--- src/ft64_macros.svh ---
/*
 * Instruction and parcel widths, fixed register numbers,
 * control register block addresses
 */
`ifndef FT64_MACROS_SVH
`define FT64_MACROS_SVH

// ====================
// Widths
// ====================
`define INSTR_WIDTH 48
`define PARCEL_WIDTH 16
`define REG_DATA_WIDTH 32

// ====================
// Fixed registers
// ====================
`define REG_SP 5'd31 // Stack pointer
`define REG_FP 5'd30 // Frame pointer
`define REG_LR 5'd29 // Return address

// ====================
// Register block map
// ====================
`define REG_ADDR_CTRL 2'd0 // Bit 0 enables compressed decode
`define REG_ADDR_EXPANDED 2'd1
`define REG_ADDR_ILLEGAL 2'd2
`define REG_ADDR_TOTAL 2'd3

`endif

--- src/ft64Pkg.sv ---
/*
 * Major opcode and aligner state enums, aligned instruction and
 * event structs, the NOP instruction constant
 */
`include "ft64_macros.svh"
`default_nettype none

package ft64Pkg;

	// Major opcode in bits 5:0 of every instruction
	typedef enum logic [5:0]
	{
		R2 = 6'h02,
		BRK,
		ADDI,
		ORI,
		ANDI,
		RET,
		JAL,
		Bcc = 6'h38,
		Lx,
		Sx,
		MEMNDX,
		NOP
	} opcodeE;

	// Named after the parcel the aligner waits for
	typedef enum logic [1:0]
	{
		IDLE,
		NEED2,
		NEED3
	} alignStateE;

	typedef struct packed
	{
		logic [`INSTR_WIDTH-1:0] bits; // Zero-extended, first parcel lowest
		logic isCompressed;
	} alignedInstrT;

	// One-cycle pulses toward the counters
	typedef struct packed
	{
		logic expanded;
		logic illegal;
		logic issued;
	} expandEventsT;

	// NOP with all fields zero
	localparam logic [`INSTR_WIDTH-1:0] nopInstr = {{(`INSTR_WIDTH-8){1'b0}}, 2'b10, NOP};

endpackage

`default_nettype wire

--- src/compressedExpander.sv ---
/*
 * Combinational expander from one compressed parcel
 * to the full 48-bit instruction form
 */
`timescale 1ns/1ps
`include "ft64_macros.svh"
`default_nettype none

module compressedExpander (
	input logic [`PARCEL_WIDTH-1:0] cinstr,
	output logic [`INSTR_WIDTH-1:0] expand
);
	import ft64Pkg::*;

	// R2 function codes, bits 31:26
	localparam logic [5:0] functAdd = 6'h04;
	localparam logic [5:0] functSub = 6'h05;
	localparam logic [5:0] functAnd = 6'h08;
	localparam logic [5:0] functOr = 6'h09;
	localparam logic [5:0] functXor = 6'h0A;
	localparam logic [5:0] functMov = 6'h12;
	localparam logic [5:0] shiftImm = 6'h0F; // Shift by immediate 0-31
	localparam logic [2:0] wordSize = 3'b011;
	localparam logic [2:0] condBeq = 3'd0;
	localparam logic [2:0] condBne = 3'd1;

	logic [4:0] rd; // Full register field
	logic [4:0] imm5; // Split immediate {11:8, 5}
	logic [4:0] shiftAmt;
	logic immSign;
	logic [4:0] rpA; // Mapped from 2:0
	logic [4:0] rpB; // Mapped from {9:8, 3}
	logic [4:0] rpC; // Mapped from {9:8, 5}

	// Eight most used registers reachable from a 3-bit field
	function automatic logic [4:0] regMap(input logic [2:0] rg);
		case (rg)
			3'd0: return 5'd1; // Return value
			3'd1: return 5'd3;
			3'd2: return 5'd4;
			3'd3: return 5'd11; // Register variables
			3'd4: return 5'd12;
			3'd5: return 5'd18; // Arguments
			3'd6: return 5'd19;
			default: return 5'd20;
		endcase
	endfunction

	// Fields at 31:23, 22:18, 17:13 and 12:8
	function automatic logic [`INSTR_WIDTH-1:0] encode(
		input opcodeE op,
		input logic [8:0] hi,
		input logic [4:0] rb,
		input logic [4:0] rt,
		input logic [4:0] ra
	);
		return {16'h0000, hi, rb, rt, ra, 2'b10, op};
	endfunction

	// 14-bit immediate in 31:18
	function automatic logic [`INSTR_WIDTH-1:0] immForm(
		input opcodeE op,
		input logic [13:0] imm,
		input logic [4:0] rt,
		input logic [4:0] ra
	);
		return encode(op, imm[13:5], imm[4:0], rt, ra);
	endfunction

	assign rd = cinstr[4:0];
	assign imm5 = {cinstr[11:8], cinstr[5]};
	assign shiftAmt = {cinstr[11:8], cinstr[3]};
	assign immSign = cinstr[11];
	assign rpA = regMap(cinstr[2:0]);
	assign rpB = regMap({cinstr[9:8], cinstr[3]});
	assign rpC = regMap({cinstr[9:8], cinstr[5]});

	always_comb
	begin
		expand = nopInstr; // Unlisted patterns
		casez ({cinstr[15:12], cinstr[6]})
			// ====================
			// Immediate forms
			// ====================
			5'b00000:
				if (rd == `REG_SP)
					expand = immForm(ADDI, {{6{immSign}}, imm5, 3'b000}, rd, rd); // Scaled by 8
				else
					expand = immForm(ADDI, {{9{immSign}}, imm5}, rd, rd);
			5'b00010:
				if (rd == 5'd0)
					expand = immForm(BRK, {8'd0, 3'd1, 3'd0}, 5'd1, imm5); // Cause in Ra
				else
					expand = immForm(ORI, {{9{immSign}}, imm5}, rd, 5'd0); // LDI
			5'b00100:
				if (rd == 5'd0)
					expand = encode(RET, {4'd0, imm5}, `REG_LR, `REG_SP, `REG_SP);
				else
					expand = immForm(ANDI, {{9{immSign}}, imm5}, rd, rd);
			5'b00110: expand = encode(R2, {shiftImm, 3'd0}, imm5, rd, rd); // SHLI
			5'b01000:
				case (cinstr[5:4])
					2'd0: expand = encode(R2, {shiftImm, 3'd1}, shiftAmt, rpA, rpA); // SHRI
					2'd1: expand = encode(R2, {shiftImm, 3'd3}, shiftAmt, rpA, rpA); // ASRI
					2'd2: expand = immForm(ORI, {{9{immSign}}, shiftAmt}, rpA, rpA);
					default:
						case (cinstr[11:10])
							2'd0: expand = encode(R2, {functSub, wordSize}, rpB, rpA, rpA);
							2'd1: expand = encode(R2, {functAnd, wordSize}, rpB, rpA, rpA);
							2'd2: expand = encode(R2, {functOr, wordSize}, rpB, rpA, rpA);
							default: expand = encode(R2, {functXor, wordSize}, rpB, rpA, rpA);
						endcase
				endcase

			// ====================
			// Flow control
			// ====================
			5'b01110: // Always taken, r0 == r0
				expand = encode(Bcc, {immSign, cinstr[11:8], cinstr[5:2]}, 5'd0,
					{cinstr[1:0], condBeq}, 5'd0);
			5'b10??0:
				expand = encode(Bcc, {{4{cinstr[13]}}, cinstr[13:9]}, 5'd0,
					{cinstr[8], cinstr[5], condBeq}, rd);
			5'b11??0:
				expand = encode(Bcc, {{4{cinstr[13]}}, cinstr[13:9]}, 5'd0,
					{cinstr[8], cinstr[5], condBne}, rd);
			5'b00001: expand = encode(R2, {functMov, 3'd7}, 5'd0, imm5, rd);
			5'b00011: expand = encode(R2, {functAdd, wordSize}, imm5, rd, rd);
			5'b00101: expand = immForm(JAL, 14'd0, imm5, rd); // JALR
			5'b00111:
				if (imm5 == 5'd0)
					expand = encode(MEMNDX, {4'hC, 5'd0}, rd, `REG_SP, `REG_SP); // PUSH

			// ====================
			// Loads and stores
			// ====================
			5'b01001: expand = immForm(Lx, {{7{immSign}}, imm5, 2'd2}, rd, `REG_SP); // LH
			5'b01011: expand = immForm(Lx, {{6{immSign}}, imm5, 3'd4}, rd, `REG_SP); // LW
			5'b01101: expand = immForm(Lx, {{7{immSign}}, imm5, 2'd2}, rd, `REG_FP);
			5'b01111: expand = immForm(Lx, {{6{immSign}}, imm5, 3'd4}, rd, `REG_FP);
			5'b10001:
				expand = encode(Sx, {{7{immSign}}, cinstr[11:10]}, rd,
					{cinstr[9:8], cinstr[5], 2'd2}, `REG_SP); // SH
			5'b10011:
				expand = encode(Sx, {{6{immSign}}, cinstr[11:9]}, rd,
					{cinstr[8], cinstr[5], 3'd4}, `REG_SP); // SW
			5'b10101:
				expand = encode(Sx, {{7{immSign}}, cinstr[11:10]}, rd,
					{cinstr[9:8], cinstr[5], 2'd2}, `REG_FP);
			5'b10111:
				expand = encode(Sx, {{6{immSign}}, cinstr[11:9]}, rd,
					{cinstr[8], cinstr[5], 3'd4}, `REG_FP);
			5'b11001:
				expand = immForm(Lx, {{8{immSign}}, cinstr[11:10], cinstr[4:3], 2'd2}, rpC, rpA);
			5'b11011:
				expand = immForm(Lx, {{7{immSign}}, cinstr[11:10], cinstr[4:3], 3'd4}, rpC, rpA);
			5'b11101:
				expand = encode(Sx, {{8{immSign}}, immSign}, rpC,
					{cinstr[10], cinstr[4:3], 2'd2}, rpA);
			5'b11111:
				expand = encode(Sx, {{7{immSign}}, cinstr[11:10]}, rpC,
					{cinstr[4:3], 3'd4}, rpA);
			default: expand = nopInstr;
		endcase
	end

endmodule

`default_nettype wire

--- src/parcelAligner.sv ---
/*
 * Parcel aligner: collects 16-bit parcels into
 * 16-, 32- and 48-bit instructions
 */
`timescale 1ns/1ps
`include "ft64_macros.svh"
`default_nettype none

module parcelAligner (
	input logic clk,
	input logic reset,
	input logic [`PARCEL_WIDTH-1:0] parcel,
	input logic parcelValid,
	output ft64Pkg::alignedInstrT alignedInstr,
	output logic alignedValid
);
	import ft64Pkg::*;

	alignStateE state;
	logic isLong; // Three-parcel instruction in progress
	logic [2*`PARCEL_WIDTH-1:0] parcelBuf;

	// ====================
	// Control
	// ====================
	always_ff @(posedge clk)
	begin
		if (reset)
		begin
			state <= IDLE;
			isLong <= 1'b0;
			alignedValid <= 1'b0;
		end
		else
		begin
			alignedValid <= 1'b0;
			if (parcelValid)
			begin
				case (state)
					IDLE:
						if (parcel[7])
							alignedValid <= 1'b1; // Compressed, done
						else
						begin
							isLong <= parcel[6];
							state <= NEED2;
						end
					NEED2:
						if (isLong)
							state <= NEED3;
						else
						begin
							alignedValid <= 1'b1;
							state <= IDLE;
						end
					default:
					begin
						alignedValid <= 1'b1;
						state <= IDLE;
					end
				endcase
			end
		end
	end

	// ====================
	// Payload
	// ====================
	always_ff @(posedge clk)
	begin
		if (parcelValid)
		begin
			case (state)
				IDLE:
				begin
					parcelBuf[`PARCEL_WIDTH-1:0] <= parcel;
					alignedInstr.bits <= `INSTR_WIDTH'(parcel);
					alignedInstr.isCompressed <= parcel[7];
				end
				NEED2:
				begin
					parcelBuf[2*`PARCEL_WIDTH-1:`PARCEL_WIDTH] <= parcel;
					alignedInstr.bits <= `INSTR_WIDTH'({parcel, parcelBuf[`PARCEL_WIDTH-1:0]});
					alignedInstr.isCompressed <= 1'b0;
				end
				default:
				begin
					alignedInstr.bits <= {parcel, parcelBuf};
					alignedInstr.isCompressed <= 1'b0;
				end
			endcase
		end
	end

	// Every emitted instruction leaves the FSM ready for a new first parcel
	assert property (@(posedge clk) disable iff (reset) alignedValid |-> state == IDLE)
		else $error("aligner emitted with a partial instruction pending");

endmodule

`default_nettype wire

--- src/expandStage.sv ---
/*
 * Expansion stage: chooses expanded, NOP or native
 * instruction, registers it and pulses the events
 */
`timescale 1ns/1ps
`include "ft64_macros.svh"
`default_nettype none

module expandStage (
	input logic clk,
	input logic reset,
	input ft64Pkg::alignedInstrT alignedInstr,
	input logic alignedValid,
	input logic compressedEnable,
	output logic [`INSTR_WIDTH-1:0] instrOut,
	output logic instrValid,
	output ft64Pkg::expandEventsT events
);
	import ft64Pkg::*;

	logic [`INSTR_WIDTH-1:0] expanded;
	logic [`INSTR_WIDTH-1:0] selected;
	logic compressedIn;

	compressedExpander u_expander (
		.cinstr(alignedInstr.bits[`PARCEL_WIDTH-1:0]),
		.expand(expanded)
	);

	assign compressedIn = alignedValid && alignedInstr.isCompressed;

	always_comb
	begin
		if (!alignedInstr.isCompressed)
			selected = alignedInstr.bits; // Native, already zero-extended
		else if (compressedEnable)
			selected = expanded;
		else
			selected = nopInstr;
	end

	always_ff @(posedge clk)
	begin
		if (reset)
		begin
			instrValid <= 1'b0;
			events <= '0;
		end
		else
		begin
			instrValid <= alignedValid;
			events.issued <= alignedValid;
			events.expanded <= compressedIn && compressedEnable;
			events.illegal <= compressedIn && !compressedEnable;
		end
	end

	always_ff @(posedge clk)
	begin
		if (alignedValid)
			instrOut <= selected;
	end

	assert property (@(posedge clk) disable iff (reset) !(events.expanded && events.illegal))
		else $error("expanded and illegal pulsed together");

endmodule

`default_nettype wire

--- src/expandControlRegs.sv ---
/*
 * Control and status registers: compressed enable
 * and event counters behind a small register port
 */
`timescale 1ns/1ps
`include "ft64_macros.svh"
`default_nettype none

module expandControlRegs (
	input logic clk,
	input logic reset,
	input logic regWrite,
	input logic [1:0] regAddr,
	input logic [`REG_DATA_WIDTH-1:0] regWriteData,
	output logic [`REG_DATA_WIDTH-1:0] regReadData,
	input ft64Pkg::expandEventsT events,
	output logic compressedEnable
);
	import ft64Pkg::*;

	localparam int numCounters = 3;

	// Index i sits at address REG_ADDR_EXPANDED + i
	logic [`REG_DATA_WIDTH-1:0] eventCount [numCounters];
	logic [numCounters-1:0] eventPulse;

	assign eventPulse = {events.issued, events.illegal, events.expanded};

	always_ff @(posedge clk)
	begin
		if (reset)
		begin
			compressedEnable <= 1'b1;
			for (int i = 0; i < numCounters; i++)
				eventCount[i] <= '0;
		end
		else
		begin
			if (regWrite && regAddr == `REG_ADDR_CTRL)
				compressedEnable <= regWriteData[0];
			for (int i = 0; i < numCounters; i++)
			begin
				if (regWrite && regAddr == `REG_ADDR_EXPANDED + 2'(i))
					eventCount[i] <= '0; // Write clears, wins over an event
				else if (eventPulse[i])
					eventCount[i] <= eventCount[i] + 1'b1;
			end
		end
	end

	always_comb
	begin
		case (regAddr)
			`REG_ADDR_CTRL: regReadData = `REG_DATA_WIDTH'(compressedEnable);
			`REG_ADDR_EXPANDED: regReadData = eventCount[0];
			`REG_ADDR_ILLEGAL: regReadData = eventCount[1];
			default: regReadData = eventCount[2]; // REG_ADDR_TOTAL
		endcase
	end

endmodule

`default_nettype wire

--- src/instrFetchExpand.sv ---
/*
 * Top level of the fetch-side expansion path: aligner,
 * expansion stage and control registers
 */
`timescale 1ns/1ps
`include "ft64_macros.svh"
`default_nettype none

module instrFetchExpand (
	input logic clk,
	input logic reset,
	input logic [`PARCEL_WIDTH-1:0] parcel,
	input logic parcelValid,
	output logic [`INSTR_WIDTH-1:0] instrOut,
	output logic instrValid,
	input logic regWrite,
	input logic [1:0] regAddr,
	input logic [`REG_DATA_WIDTH-1:0] regWriteData,
	output logic [`REG_DATA_WIDTH-1:0] regReadData
);
	import ft64Pkg::*;

	alignedInstrT alignedInstr;
	logic alignedValid;
	logic compressedEnable;
	expandEventsT events;

	parcelAligner u_aligner (
		.clk(clk),
		.reset(reset),
		.parcel(parcel),
		.parcelValid(parcelValid),
		.alignedInstr(alignedInstr),
		.alignedValid(alignedValid)
	);

	expandStage u_expandStage (
		.clk(clk),
		.reset(reset),
		.alignedInstr(alignedInstr),
		.alignedValid(alignedValid),
		.compressedEnable(compressedEnable),
		.instrOut(instrOut),
		.instrValid(instrValid),
		.events(events)
	);

	expandControlRegs u_controlRegs (
		.clk(clk),
		.reset(reset),
		.regWrite(regWrite),
		.regAddr(regAddr),
		.regWriteData(regWriteData),
		.regReadData(regReadData),
		.events(events),
		.compressedEnable(compressedEnable)
	);

endmodule

`default_nettype wire

--- config.mk ---
export PLATFORM = sky130hd
export DESIGN_NAME = instrFetchExpand
export DESIGN_NICKNAME = d
export VERILOG_FILES = /design/src/ft64Pkg.sv /design/src/compressedExpander.sv /design/src/parcelAligner.sv /design/src/expandStage.sv /design/src/expandControlRegs.sv /design/src/instrFetchExpand.sv
export VERILOG_INCLUDE_DIRS = /design/src /design/src/src
export SDC_FILE = /design/constraint.sdc
export NUM_CORES = 1
export LEC_CHECK = 0
export BUFFER_PORTS_ARGS = -buffer_cell sky130_fd_sc_hd__buf_2
export CAP_MARGIN = 20
export CORE_ASPECT_RATIO = 0.8
export CORE_MARGIN = 4
export CORE_UTILIZATION = 45
export CTS_BUF_LIST = sky130_fd_sc_hd__clkbuf_16
export DETAILED_ROUTE_END_ITERATION = 16
export PLACE_DENSITY = 0.66
export SLEW_MARGIN = 10
export SYNTH_ARGS = -nofsm -noshare
export SYNTH_HDL_FRONTEND = slang
export SYNTH_SLANG_ARGS = --single-unit
--- constraint.sdc ---
create_clock -name clk -period 2.3 [get_ports clk]
set_input_delay 0.345 -clock clk [delete_from_list [all_inputs] [get_ports clk]]
set_output_delay 0.345 -clock clk [all_outputs]
set_load 0.01 [all_outputs]
* Word level (Yosys, flattened, before mapping) *
Memory sizes are Yosys's and may differ from the RTL's.
Index checks and enable logic that the tools add are counted.

cells by class
  $add $sub $neg = 3
  equal/unequal tests = 51
  muxes and demuxes = 49
  bitwise logic cells = 8
  reductions and logical operators = 23

operator list
  operator                 number
  $pmux W32 S24            1
  $mux W32                 9
  $pmux W32 S3             2
  $pmux W5 S7              3
  $pmux W49 S2             1
  $add A32 B1 Y32 const B  3
  $mux W48                 2
  $pmux W30 S3             1
  $eq A5 B5 Y1 const B     9
  $eq A3 B3 Y1 const B     11
  $eq A5 B4 Y1 const B     6
  $mux W1                  25
  $mux W25                 1
  $eq A5 B3 Y1 const B     4
  $eq A3 B2 Y1 const B     6
  $logic_not A5 Y1         3
  $eq A5 B2 Y1 const B     2
  $eq A3 B1 Y1 const B     3
  $logic_not A3 Y1         3
  $eq A2 B1 Y1 const B     4
  $eq A2 B2 Y1 const B     4
  $logic_not A2 Y1         4
  $logic_and A1 B1 Y1      7
  $or A1 B1 Y1             6
  other kinds (10)         14

storage, ports and cells
  bits in registers = 137
  memory bits (writable) = 96
  input port bits = 54
  output and inout port bits = 81
  word-level logic and storage cells = 147
  memories = 1

memories
  name                      words  width  rd ports  clocked after memory_dff  write ports  RTL line                 text
  u_controlRegs.eventCount  3      32     3         0                         3            expandControlRegs.sv:24  logic [`REG_DATA_WIDTH-1:0] eventCount [numCounters];

* Logic depth before layout (Yosys ltp) *
Gate-level depths: netlist of run 1.

  word-level depth = 7
  gate-level depth with buffers = 9
  mapped depth without buffers = 7

* Hierarchy *
From an unflattened synthesis of run 1, not the netlist that was laid out.

second synthesis, totals
  cell total of the unflattened synthesis = 1,278
  area, all modules = 13,584.3 sq um

by module, submodules not included
  module              times used  cells an instance  area each (sq um)  seq. area each (sq um)
  expandControlRegs   1           612                6,144.6            2,902.8
  parcelAligner       1           161                3,114.2            2,512.4
  compressedExpander  1           387                2,249.7            0.0
  expandStage         1           118                2,075.7            1,501.4

* Least setup slack after synthesis of run 1 *
Ideal clock, no wire load.

  path type = register -> register
  start = reg u_aligner.state[1]
  end = reg u_aligner.parcelBuf[0], enable pin
  library setup time = 409 ps
  data arrival time = 1,862 ps
  required time = 1,891 ps
  slack = 29 ps
  cell stages (with the launch flop) = 4
  buffers on the path = 2
  clock period less this slack = 2,271 ps
  cells stage by stage = dfxtp_1 > clkbuf_1 > clkbuf_1 > nor3_1

between the ends
  longest elaborated chain between the ends = 2

ends and longest elaborated chain
  item                           RTL line             text
  start, declared                parcelAligner.sv:19  alignStateE state;
  start signal, assigned         parcelAligner.sv:30  state <= IDLE;
  start signal, assigned         parcelAligner.sv:46  state <= NEED2;
  start signal, assigned         parcelAligner.sv:50  state <= NEED3;
  $logic_not A2 Y1               parcelAligner.sv:73  case (state)
  $reduce_and A2 Y1 (no line)    --
  end signal, assigned by index  parcelAligner.sv:76  parcelBuf[`PARCEL_WIDTH-1:0] <= parcel;
  end signal, assigned by index  parcelAligner.sv:82  parcelBuf[2*`PARCEL_WIDTH-1:`PARCEL_WIDTH] <= parcel;
  end, declared                  parcelAligner.sv:21  logic [2*`PARCEL_WIDTH-1:0] parcelBuf;

No other way between the ends.
A chain may end at the register's enable or synchronous reset.

* Final worst setup path of run 1 *
  start = reg u_aligner.alignedInstr[3] (netlist name)
  end = reg u_expandStage.instrOut[30] (data pin)

between the ends
  longest elaborated chain between the ends = 5
  elaborated cells between the ends (all ways) = 6

ends and longest elaborated chain
  item                                RTL line                                            text
  $logic_not A5 Y1 *                  compressedExpander.sv:91, compressedExpander.sv:96
  $mux W32, on equally long branches  compressedExpander.sv:96, compressedExpander.sv:91
  $pmux W32 S24 *                     compressedExpander.sv:81                            casez ({cinstr[15:12], cinstr[6]})
  $mux W48 *                          expandStage.sv:36                                   else if (compressedEnable)
  $mux W48 *                          expandStage.sv:34                                   if (!alignedInstr.isCompressed)
  via u_expandStage.selected[30]      expandStage.sv:22                                   logic [`INSTR_WIDTH-1:0] selected;
  end signal, assigned                expandStage.sv:61                                   instrOut <= selected;
  end, declared                       expandStage.sv:15                                   output logic [`INSTR_WIDTH-1:0] instrOut,

The timed path passes the listed nets; every way through them passes the cells marked *.

==> impl_metrics.tcl, run 1 <==
set metrics [dict create \
    outcome "completed" \
    portBuffers 103 \
    hold_viol_final 0 \
    worstHoldEndpoint "u_controlRegs.compressedEnable" \
    irDropWorstVdd_mv 0.473 \
    hold_class "primary input to register" \
    synth_nets 1284 \
    ioPinCount 135 \
    final_cell_mix "225 x edfxtp_1, 141 x nor2_1, 141 x buf_4, 109 x nand2_1, 103 x buf_2" \
    htree_num_levels 1 \
    ys_warn_count 0 \
    final_common_cell "edfxtp_1" \
    cts_inserted_buffers 25 \
    layout_min_cycle_time_ns 2.29 \
    grt.busiest_layer "met1" \
    grt_use_met3_pct 7.34 \
    wl_mm 40.1 \
    finalSetupViolCount 0 \
    stdcell_count 1809 \
    min_path_cells 2 \
    crit_required_ns 2.58 \
    critPathKind "register to register" \
    endpoint_kind "register" \
    clkLatencyLatePin_ns 0.55 \
    grt_pass1_wl_mm 61.6 \
    num_rows 54 \
    start_util_pct 46.2 \
    cts.sinks 233 \
    setup_tns_ns 0 \
    place_inst 1760 \
    core_area_sq_um 27600 \
    crit_fanout 3 \
    dieWidth_um 196 \
    power.leakage_uw 0.00588 \
    rr_endpoint "u_expandStage.instrOut[30]" \
    async_reset_ff_share_pct 0 \
    rrSetupSlack_ns 0.009 \
    report.final.slew_viol_count 0 \
    grt_remaining_overflow 0 \
    met1_usage_pct 40.4 \
    wl_per_cell_um 22.2 \
    cts_tree "yes" \
    finalClockSkew_ns 0.0202 \
    first_pass_iters 6 \
    ys_ff_latch 233 \
    synth_cells 1227 \
    place.gp.congestion 1.01 \
    drc 0 \
    reg2reg_from "u_aligner.alignedInstr[3]" \
    fp.dieH_um 158 \
    drt_iter0_drc 1390 \
    rsz0062_at_grt "yes" \
    die_area_sq_um 31100 \
    hpwlAfterDp_mm 29.5 \
    slew_headroom_pct 46.2 \
    grt_usage_pct 25.4 \
    via_per_inst 5.89 \
    syn_to_final_growth_pct 23.1 \
    nets 1484 \
    syn_area_per_cell_sq_um 10.4 \
    diodes 0 \
    p_per_area_nw_per_um2 694 \
    root_buffer "clkbuf_16" \
    synth_flop_cell "edfxtp_1" \
    worst_slew_pin_slew_ns 0.798 \
    clkTransAtPathRegs_ns 0.06 \
    min_from "regWriteData[0]" \
    drive_above_1_share_pct 23.2 \
    crit_path_start_kind "register" \
    met2_usage_pct 34.0 \
    cp_data_arrival_time_ns 2.57 \
    fin_crit_sh_pct 99.6 \
    grt_max_degree 41 \
    synth.distinct_cells 68 \
    yosysSeqAreaShare_pct 54.3 \
    fmax_ghz 0.437 \
    antenna_found_initial 0 \
    maxCapViolCount 0 \
    synth-edff-count 225 \
    ant_nets 0 \
    hold_slack_ns 0.0386 \
    reg2reg_depth 6 \
    hold_buffers 0 \
    cts_buffer_depth 3 \
    grt_pass1_vias 10100 \
    synthesis.area_sq_um 12700 \
    vias 10700 \
]
[report_power, final]
part	total, uW	switching [uW]	internal [uW]
registers	5050	161	4890
clock network	4340	1690	2650
logic	1490	914	578
[Yosys cell counts (all sizes together), types with 3 or more instances]
| cell | instances | share of area [%] |
|---|---|---|
| a2111oi | 5 | 0.34 |
| a211o | 3 | 0.21 |
| a211oi | 9 | 0.53 |
| a21boi | 4 | 0.24 |
| a21o | 3 | 0.18 |
| a21oi | 55 | 2.2 |
| a221oi | 3 | 0.21 |
| a22o | 21 | 1.4 |
| a22oi | 5 | 0.29 |
| a311oi | 5 | 0.34 |
| a31oi | 17 | 0.84 |
| and2 | 27 | 1.3 |
| and3 | 22 | 1.1 |
| and4 | 15 | 1.0 |
| buf | 15 | 0.51 |
| clkbuf | 69 | 2.0 |
| clkinv | 3 | 0.088 |
| dfxtp | 8 | 1.3 |
| edfxtp | 225 | 53 |
| ha | 3 | 0.29 |
| inv | 25 | 0.74 |
| mux2 | 17 | 1.5 |
| mux2i | 36 | 2.8 |
| nand2 | 109 | 3.2 |
| nand2b | 10 | 0.49 |
| nand3 | 45 | 1.8 |
| nand4 | 19 | 0.93 |
| nor2 | 143 | 4.2 |
| nor2b | 29 | 1.4 |
| nor3 | 34 | 1.3 |
| nor3b | 3 | 0.18 |
| nor4 | 6 | 0.29 |
| o21ai | 74 | 2.9 |
| o221ai | 3 | 0.21 |
| o22ai | 13 | 0.64 |
| o2bb2ai | 6 | 0.41 |
| o31ai | 9 | 0.57 |
| o32ai | 3 | 0.21 |
| or3 | 8 | 0.39 |
| xnor2 | 40 | 2.8 |
| xor2 | 50 | 3.4 |
[metal layers]
layer | wire, um | vias to the layer above | share of wire, %
met1 | 19500 | 5216 | 49
met3 | 3820 | 58 | 9.5
li1 | - | 4928 | -
met4 | 862 | 0 | 2.2
met5 | 0 | - | 0
met2 | 16000 | 454 | 40
[worst max-delay path: stages, from the launching register on]
cell,delay [ns]
edfxtp_1,0.39
or4_4,0.60
o211ai_2,0.23
a21oi_2,0.09
a311o_1,0.35
o31ai_2,0.25
o311ai_1,0.14
[logic make-up after synthesis]
group | after synthesis | synth area share [%]
fa+ha+maj | 3 | 0.295
mux | 54 | 4.51
xor+xnor | 90 | 6.19
simple gates | 477 | 18.2
flops | 233 | 54.3
compound gates | 258 | 13.2
buf+inv | 112 | 3.38
[state kept, by name, indices dropped and copies added (netlist names)]
signal                          flops
u_aligner.isLong                    1
u_aligner.state                     2
u_controlRegs.compressedEnable      1
u_expandStage.events                3
u_aligner.alignedValid              1
u_aligner.alignedInstr             49
u_controlRegs.eventCount           96
u_aligner.parcelBuf                32
u_expandStage.instrOut             48
[stage by stage]
step	worst slack (ns)	power, uW	utilization, %	area [sq um]
6_report	0.00937	10900	56.9	15700
4_1_cts	0.00420	10900	56.4	15600
2_1_floorplan	0.0287	5850	-	12700
3_5_place_dp	-0.0565	6560	53.1	14600
5_1_grt	-0.0447	11300	56.9	15700
3_3_place_gp	-0.0193	6560	53.1	14600
[cell type report]
cell class | count | area, sq um
sequential | 233 | 6920
multi-input combinational | 882 | 5510
timing repair buffer | 257 | 1820
fill | 2419 | 11900
tap | 364 | 455
clock buffer | 25 | 626
inverter | 28 | 105
clock inverter | 20 | 251
[how the worst max path moves through the flow]
stage,start,cells past startpoint,endpoint,slack (ns)
after floorplan,u_aligner.state[1],3,u_aligner.parcelBuf[0],0.03
after global placement,u_aligner.alignedInstr[13],7,u_expandStage.instrOut[23],-0.02
after detailed placement,u_aligner.alignedInstr[1],6,u_expandStage.instrOut[31],-0.06
after CTS,u_aligner.alignedInstr[1],8,u_expandStage.instrOut[24],0.004
after global routing,u_aligner.alignedInstr[3],6,u_expandStage.instrOut[30],-0.04
final,u_aligner.alignedInstr[3],6,u_expandStage.instrOut[30],0.009
[repair_timing]
| action | CTS | global route |
|---|---|---|
| setup endpoints to repair | 6 | 22 |
| resized for setup | 1 | 27 |
| setup buffers | 2 | 2 |
| hold endpoints to repair | 0 | 0 |
| pin swaps | 4 | 10 |
Power figures use the tool's default switching activity.
==> run 2, diff against run 1 <==
- CORE_UTILIZATION: 45 -> 54
- PLACE_DENSITY: 0.66 -> 0.77
==> run 2 against run 1 <==
Effect of this change:
- the run now ends with setup timing left
- highest routed layer unchanged
- wire length shrank 4.2%
- critical path type unchanged
- largest power group unchanged
- maximum frequency shrank 0.61%
- via count grew 0.91%
==> impl_metrics.tcl, run 2 (synthesis results as in run 1) <==
set metrics [dict create \
    outcome "finished, violations left" \
    violations "setup timing" \
    finalClockSkew_ns 0.0211 \
    wl_met2_mm 16.0 \
    rsz0062_at_grt "yes" \
    postLayoutSetupSlackWorst_ns -0.00464 \
    crit_required_ns 2.64 \
    hold_buffers 0 \
    cts_buffer_depth 3 \
    ioPinCount 135 \
    vias 10800 \
    grt_pass1_vias 10200 \
    hold_class "primary input to register" \
    hpwlAfterDp_mm 27.6 \
    core_area_sq_um 22800 \
    rrSetupSlack_ns -0.005 \
    grt_pass1_wl_mm 60.7 \
    num_rows 49 \
    antenna_found_initial 0 \
    cts_inserted_buffers 24 \
    wl_met3_mm 4.05 \
    slew_headroom_pct 57.5 \
    grt_max_degree 50 \
    ant_nets 0 \
    reg.largest.list "u_controlRegs.eventCount (96), u_aligner.alignedInstr (49), u_expandStage.instrOut (48)" \
    fin_total_pwr_uw 10500 \
    endpoint_kind "register" \
    first_pass_iters 5 \
    grt_usage_pct 28.9 \
    cp_cell_sequence "nor2b_1, buf_4, nand2_1, buf_4, a211oi_1, a211o_1, a21oi_1, o2bb2ai_1" \
    clkTransAtPathRegs_ns 0.06 \
    diodes 0 \
    largest_reg_flops 96 \
    p_per_area_nw_per_um2 683 \
    dieWidth_um 180 \
    portBuffers 103 \
    finalSetupViolCount 1 \
    cp_data_arrival_time_ns 2.64 \
    irDropWorstVdd_mv 0.571 \
    cts_tree "yes" \
    top_layer_used "met4" \
    final_common_cell "edfxtp_1" \
    via_per_inst 6.18 \
    crit_fanout 7 \
    wl_mm 38.4 \
    syn_to_final_growth_pct 21.3 \
    final_cell_mix "225 x edfxtp_1, 141 x nor2_1, 135 x buf_4, 109 x nand2_1, 103 x buf_2" \
    grt_remaining_overflow 0 \
    critPathSlowestCell "edfxtp_1" \
    layout_min_cycle_time_ns 2.30 \
    fin_crit_sh_pct 100 \
    start_util_pct 55.8 \
    wl_per_cell_um 22.1 \
    drc 0 \
    drive_above_1_share_pct 23.0 \
    report.final.slew_viol_count 0 \
    hold_slack_ns 0.0406 \
    power.leakage_uw 0.00579 \
    crit_path_start_kind "register" \
    critPathMostFrequentCell "buf_4" \
    fp.dieH_um 145 \
    root_buffer "clkbuf_16" \
    clkLatencyLatePin_ns 0.54 \
    wl_met1_mm 17.5 \
    maxCapViolCount 0 \
    cpPeakStageDelay_ns 0.49 \
    fill_cells 1778 \
    hold_viol_final 0 \
    critPathKind "register to register" \
    die_area_sq_um 26100 \
    fmax_ghz 0.434 \
    nets 1474 \
    place.gp.congestion 1.02 \
    top_register "u_controlRegs.eventCount" \
    htree_num_levels 1 \
    drt_iter0_drc 1613 \
    worst_slew_pin_slew_ns 0.638 \
    cts.sinks 233 \
]
==> run 2: cell count changes in the layout (fill, tap and decap cells not counted), moves of 2 or more <==
cell       before  now
a2111oi_2       2    4
a21oi_1        51   53
a21oi_2         4    2
buf_12         11    6
buf_4         141  135
buf_6           2    4
bufinv_16       6    4
clkinv_2        2    6
inv_1          30   26
nor3_1         33   30
nor3_2          1    3
nor4_2          0    2
==> run 2: area by class of cell <==
class,instances,area (sq um),share of cell area (%)
sequential,233,6920,44.8
multi-input combinational,882,5520,35.8
timing repair buffer,248,1690,11.0
clock buffer,24,601,3.89
tap,306,383,2.48
clock inverter,20,223,1.44
inverter,28,105,0.680
==> run 2: through the flow <==
step,TNS [ns],cells,setup WS [ns],cell area [sq um],util [%]
finish,-0.00464,1741,-0.00464,15400,67.7
global route,-0.386,1741,-0.107,15400,67.7
CTS,0,1737,0.00433,15300,67.0
detailed placement,-0.704,1693,-0.158,14500,63.4
global placement,-0.0387,1693,-0.0387,14500,63.4
floorplan,0,1227,0.0287,12700,-
==> run 2: path summary, 6_finish.rpt <==
kind,start,to,cells past startpoint
max reg2reg,u_aligner.alignedInstr[13],u_expandStage.instrOut[19],8
min,parcel[9],u_aligner.parcelBuf[9],1
max,u_aligner.alignedInstr[13],u_expandStage.instrOut[19],8
min reg2reg,u_aligner.isLong,u_aligner.state[1],2
==> run 2: power by group <==
part	switching, uW	internal [uW]
clock network	1670	2370
registers	173	4890
logic	878	561
==> run 2: worst max-delay path: cells and delay by family, from the launching register on <==
family,cells,cell delay [ns]
AOI/OAI and AO/OA,4,0.72
DFF,1,0.49
and+or+nand+nor,2,0.45
buffers and inverters,2,0.44
==> run 2: repair_timing <==
item / 4_1_cts / 5_1_grt
setup endpoints to repair: 13 / 20
pin swaps: 5 / 7
setup buffers: 0 / 3
gates resized for setup: 2 / 31
==> run 2: metal layers <==
| metal | GRT usage [%] | up-vias |
|---|---|---|
| met1 | 46.5 | 5220 |
| li1 | - | 4903 |
| met2 | 40.0 | 570 |
| met3 | 6.15 | 60 |
| met5 | 0 | - |
| met4 | 6.02 | 0 |
==> run 3, diff against run 2 <==
- ABC_AREA: not set -> 1
==> run 3 against run 2 <==
Effect of this change:
- the run now ends clean
- sequential cell count unchanged
- cell area increased by 3.4%
- final cell count increased by 31%
- synthesized cell count increased by 44%
- global-route usage increased by 3.1 points
- combinational power increased by 3%
- utilization decreased by 4.5 points
- register-to-register slack improved by 0.09 ns
- die area increased by 8.0%
- non-clock buffer count decreased by 58
- clock power decreased by 3%
==> impl_metrics.tcl, run 3 <==
set metrics [dict create \
    num_rows 52 \
    root_buffer "clkbuf_16" \
    vias 13300 \
    clkTransAtPathRegs_ns 0.06 \
    yosysSeqAreaShare_pct 50.1 \
    cp_cell_sequence "inv_1, nor3_1, nor3b_1, nand2_1, nand2_1, a21oi_1" \
    diodes 0 \
    cts.sinks 233 \
    netlist_top_cells_area "edfxtp_1 49%, nand2_1 16%, nor2_1 5.8%" \
    syn_area_per_cell_sq_um 7.80 \
    irDropWorstVdd_mv 0.565 \
    largest_reg_flops 96 \
    synth_compound_area_share_pct 8.15 \
    pre_cts_slack_ns 0.202 \
    hold_viol_final 0 \
    wl_per_cell_um 20.4 \
    drt_iter0_drc 1809 \
    p_sw_uw 2950 \
    pwr-share-clk_pct 37.1 \
    synth_nets 1826 \
    finalSetupViolCount 0 \
    final_common_cell "nand2_1" \
    critPathKind "register to register" \
    yosys.area_share.simple_pct 33.3 \
    seqPwrFrac_pct 48.8 \
    portBuffers 103 \
    cts_inserted_buffers 25 \
    reg.largest.list "u_controlRegs.eventCount (96), u_aligner.alignedInstr (49), u_expandStage.instrOut (48)" \
    p_int_uw 7590 \
    maxCapViolCount 0 \
    fp.dieH_um 151 \
    place.gp.congestion 0.988 \
    place_inst 2228 \
    grt_usage_pct 32.0 \
    ys_warn_count 0 \
    clkLatencyLatePin_ns 0.54 \
    via_per_inst 5.84 \
    ant_nets 0 \
    synth.distinct_cells 46 \
    crit_fanout 6 \
    crit_path_start_kind "register" \
    crit_required_ns 2.59 \
    place_area_sq_um 15200 \
    finalClockSkew_ns 0.0131 \
    stdcell_count 2276 \
    grt_remaining_overflow 0 \
    fin_crit_sh_pct 96.4 \
    fmax_ghz 0.451 \
    top_register "u_controlRegs.eventCount" \
    synth_fa_ha_area_share_pct 0.272 \
    synth_cells 1769 \
    synth_flop_cell "edfxtp_1" \
    hold_class "primary input to register" \
    power.leakage_uw 0.00678 \
    core_area_sq_um 25200 \
    first_pass_iters 6 \
    synth_xor_area_share_pct 1.02 \
    rsz0062_at_grt "no" \
    swShare_pct 28.0 \
    cpPeakStageDelay_ns 0.63 \
    report.final.slew_viol_count 0 \
    cp_data_arrival_time_ns 2.51 \
    hold_buffers 0 \
    slew_headroom_pct 50.2 \
    grt_pass1_vias 12000 \
    hpwlAfterDp_mm 35.0 \
    combPwrFrac_pct 14.1 \
    endpoint_kind "register" \
    critPathMostFrequentCell "nand2_1" \
    ioPinCount 135 \
    die_area_sq_um 28200 \
    final_cell_mix "571 x nand2_1, 225 x edfxtp_1, 213 x nor2_1, 189 x inv_1, 147 x nand3_1" \
    htree_num_levels 1 \
    synth.largest_area_cell "edfxtp_1" \
    start_util_pct 54.7 \
    drive_above_1_share_pct 14.8 \
    cts_buffer_depth 3 \
    p_per_area_nw_per_um2 660 \
    design_area_sq_um 16000 \
    critPathSlowestCell "nor3_1" \
    outcome "completed" \
    postLayoutSetupSlackWorst_ns 0.0830 \
    drc 0 \
    synth_top_family_by_area "simple AND/OR/NAND/NOR gates" \
    cts_tree "yes" \
    worst_slew_pin_slew_ns 0.742 \
    grt_pass1_wl_mm 69.8 \
    grt_max_degree 53 \
    synth-edff-count 225 \
    synth_top_area_share_pct 48.9 \
    nets 1990 \
    wl_mm 46.3 \
    synth_commonest_cells "571 x nand2_1, 225 x edfxtp_1, 214 x nor2_1, 179 x inv_1, 149 x nand3_1" \
    crit_family "simple AND/OR/NAND/NOR gates" \
    dieWidth_um 187 \
    async_reset_ff_share_pct 0 \
    yosys-mux-area-fraction_pct 0 \
    syn_to_final_growth_pct 15.7 \
    antenna_found_initial 0 \
    critPathBufInv 1 \
    synthesis.area_sq_um 13800 \
    ys_ff_latch 233 \
    layout_min_cycle_time_ns 2.22 \
    yosysMostFrequentCell "nand2_1" \
    setup_tns_ns 0 \
]
[run 3: changes by cell type after synthesis, sizes merged, moves of 37 or more]
cell | previous run | this run
clkbuf | 69 | 32
inv | 25 | 190
nand2 | 109 | 581
nand3 | 45 | 152
nor2 | 143 | 243
xnor2 | 40 | 3
xor2 | 50 | 13
[run 3: area by class of cell]
| type | count | area [sq um] |
|---|---|---|
| Fill cell | 2213 | 9280 |
| Clock buffer | 25 | 626 |
| Timing Repair Buffer | 190 | 1220 |
| Sequential cell | 233 | 6920 |
| Clock inverter | 21 | 158 |
| Tap cell | 324 | 405 |
| Inverter | 193 | 727 |
| Multi-Input combinational cell | 1290 | 5920 |
[run 3: cell families after synthesis]
logic type | after synthesis
flip-flops | 233
XOR/XNOR | 16
AND/OR/NAND/NOR | 1075
AO/OA/AOI/OAI | 196
adder cells (fa/ha/maj) | 3
buffers and inverters | 246
[run 3: repair_timing]
item / 4_1_cts / 5_1_grt
hold endpoints to repair: 0 / 0
buffers inserted: 0 / 2
endpoints found under the setup margin: 0 / 4
resized for setup: 0 / 1
[run 3: worst register-to-register path, cell delays in order (launching register included)]
cell and delay (ns):
edfxtp_1 0.53, inv_1 0.14, nor3_1 0.63, nor3b_1 0.44, nand2_1 0.10, nand2_1 0.08, a21oi_1 0.06
[run 3: metal layers]
metal,track usage (%),up-vias,part of all wire (%),wire length (um)
met5,0,-,0,0
met4,8.02,0,2.9,1330
met3,6.66,104,12,5540
met2,45.3,805,40,18600
met1,50.1,6161,45,20900
li1,-,6223,-,-
[run 3: stage by stage]
stage / power, uW / hold WS [ns] / util [%]
floorplan: 6000 / 0.414 / -
detailed placement: 6660 / 0.440 / 60.1
finish: 10500 / 0.0473 / 63.3
global placement: 6650 / 0.435 / 60.1
CTS: 10500 / 0.0361 / 63.2
global route: 10900 / 0.0439 / 63.3
[run 3: final timing paths]
check                                   from                               to  slack (ns)  depth (start not counted)
min                                parcel[9]          u_aligner.parcelBuf[25]        0.05                          1
max          u_controlRegs.eventCount[0][20]  u_controlRegs.eventCount[0][27]        0.08                          6
max reg2reg  u_controlRegs.eventCount[0][20]  u_controlRegs.eventCount[0][27]        0.08                          6
min reg2reg                 u_aligner.isLong                 u_aligner.isLong        0.45                          2
[run 3: power groups by stage]
stage                     Combinational (uW)  Sequential, uW  Clock (uW)
final                                   1490            5140        3910
after global routing                    1630            5160        4110
after CTS                               1450            5130        3930
after detailed placement                1440            5220           0
after global placement                  1430            5210           0
after floorplan                          848            5150           0
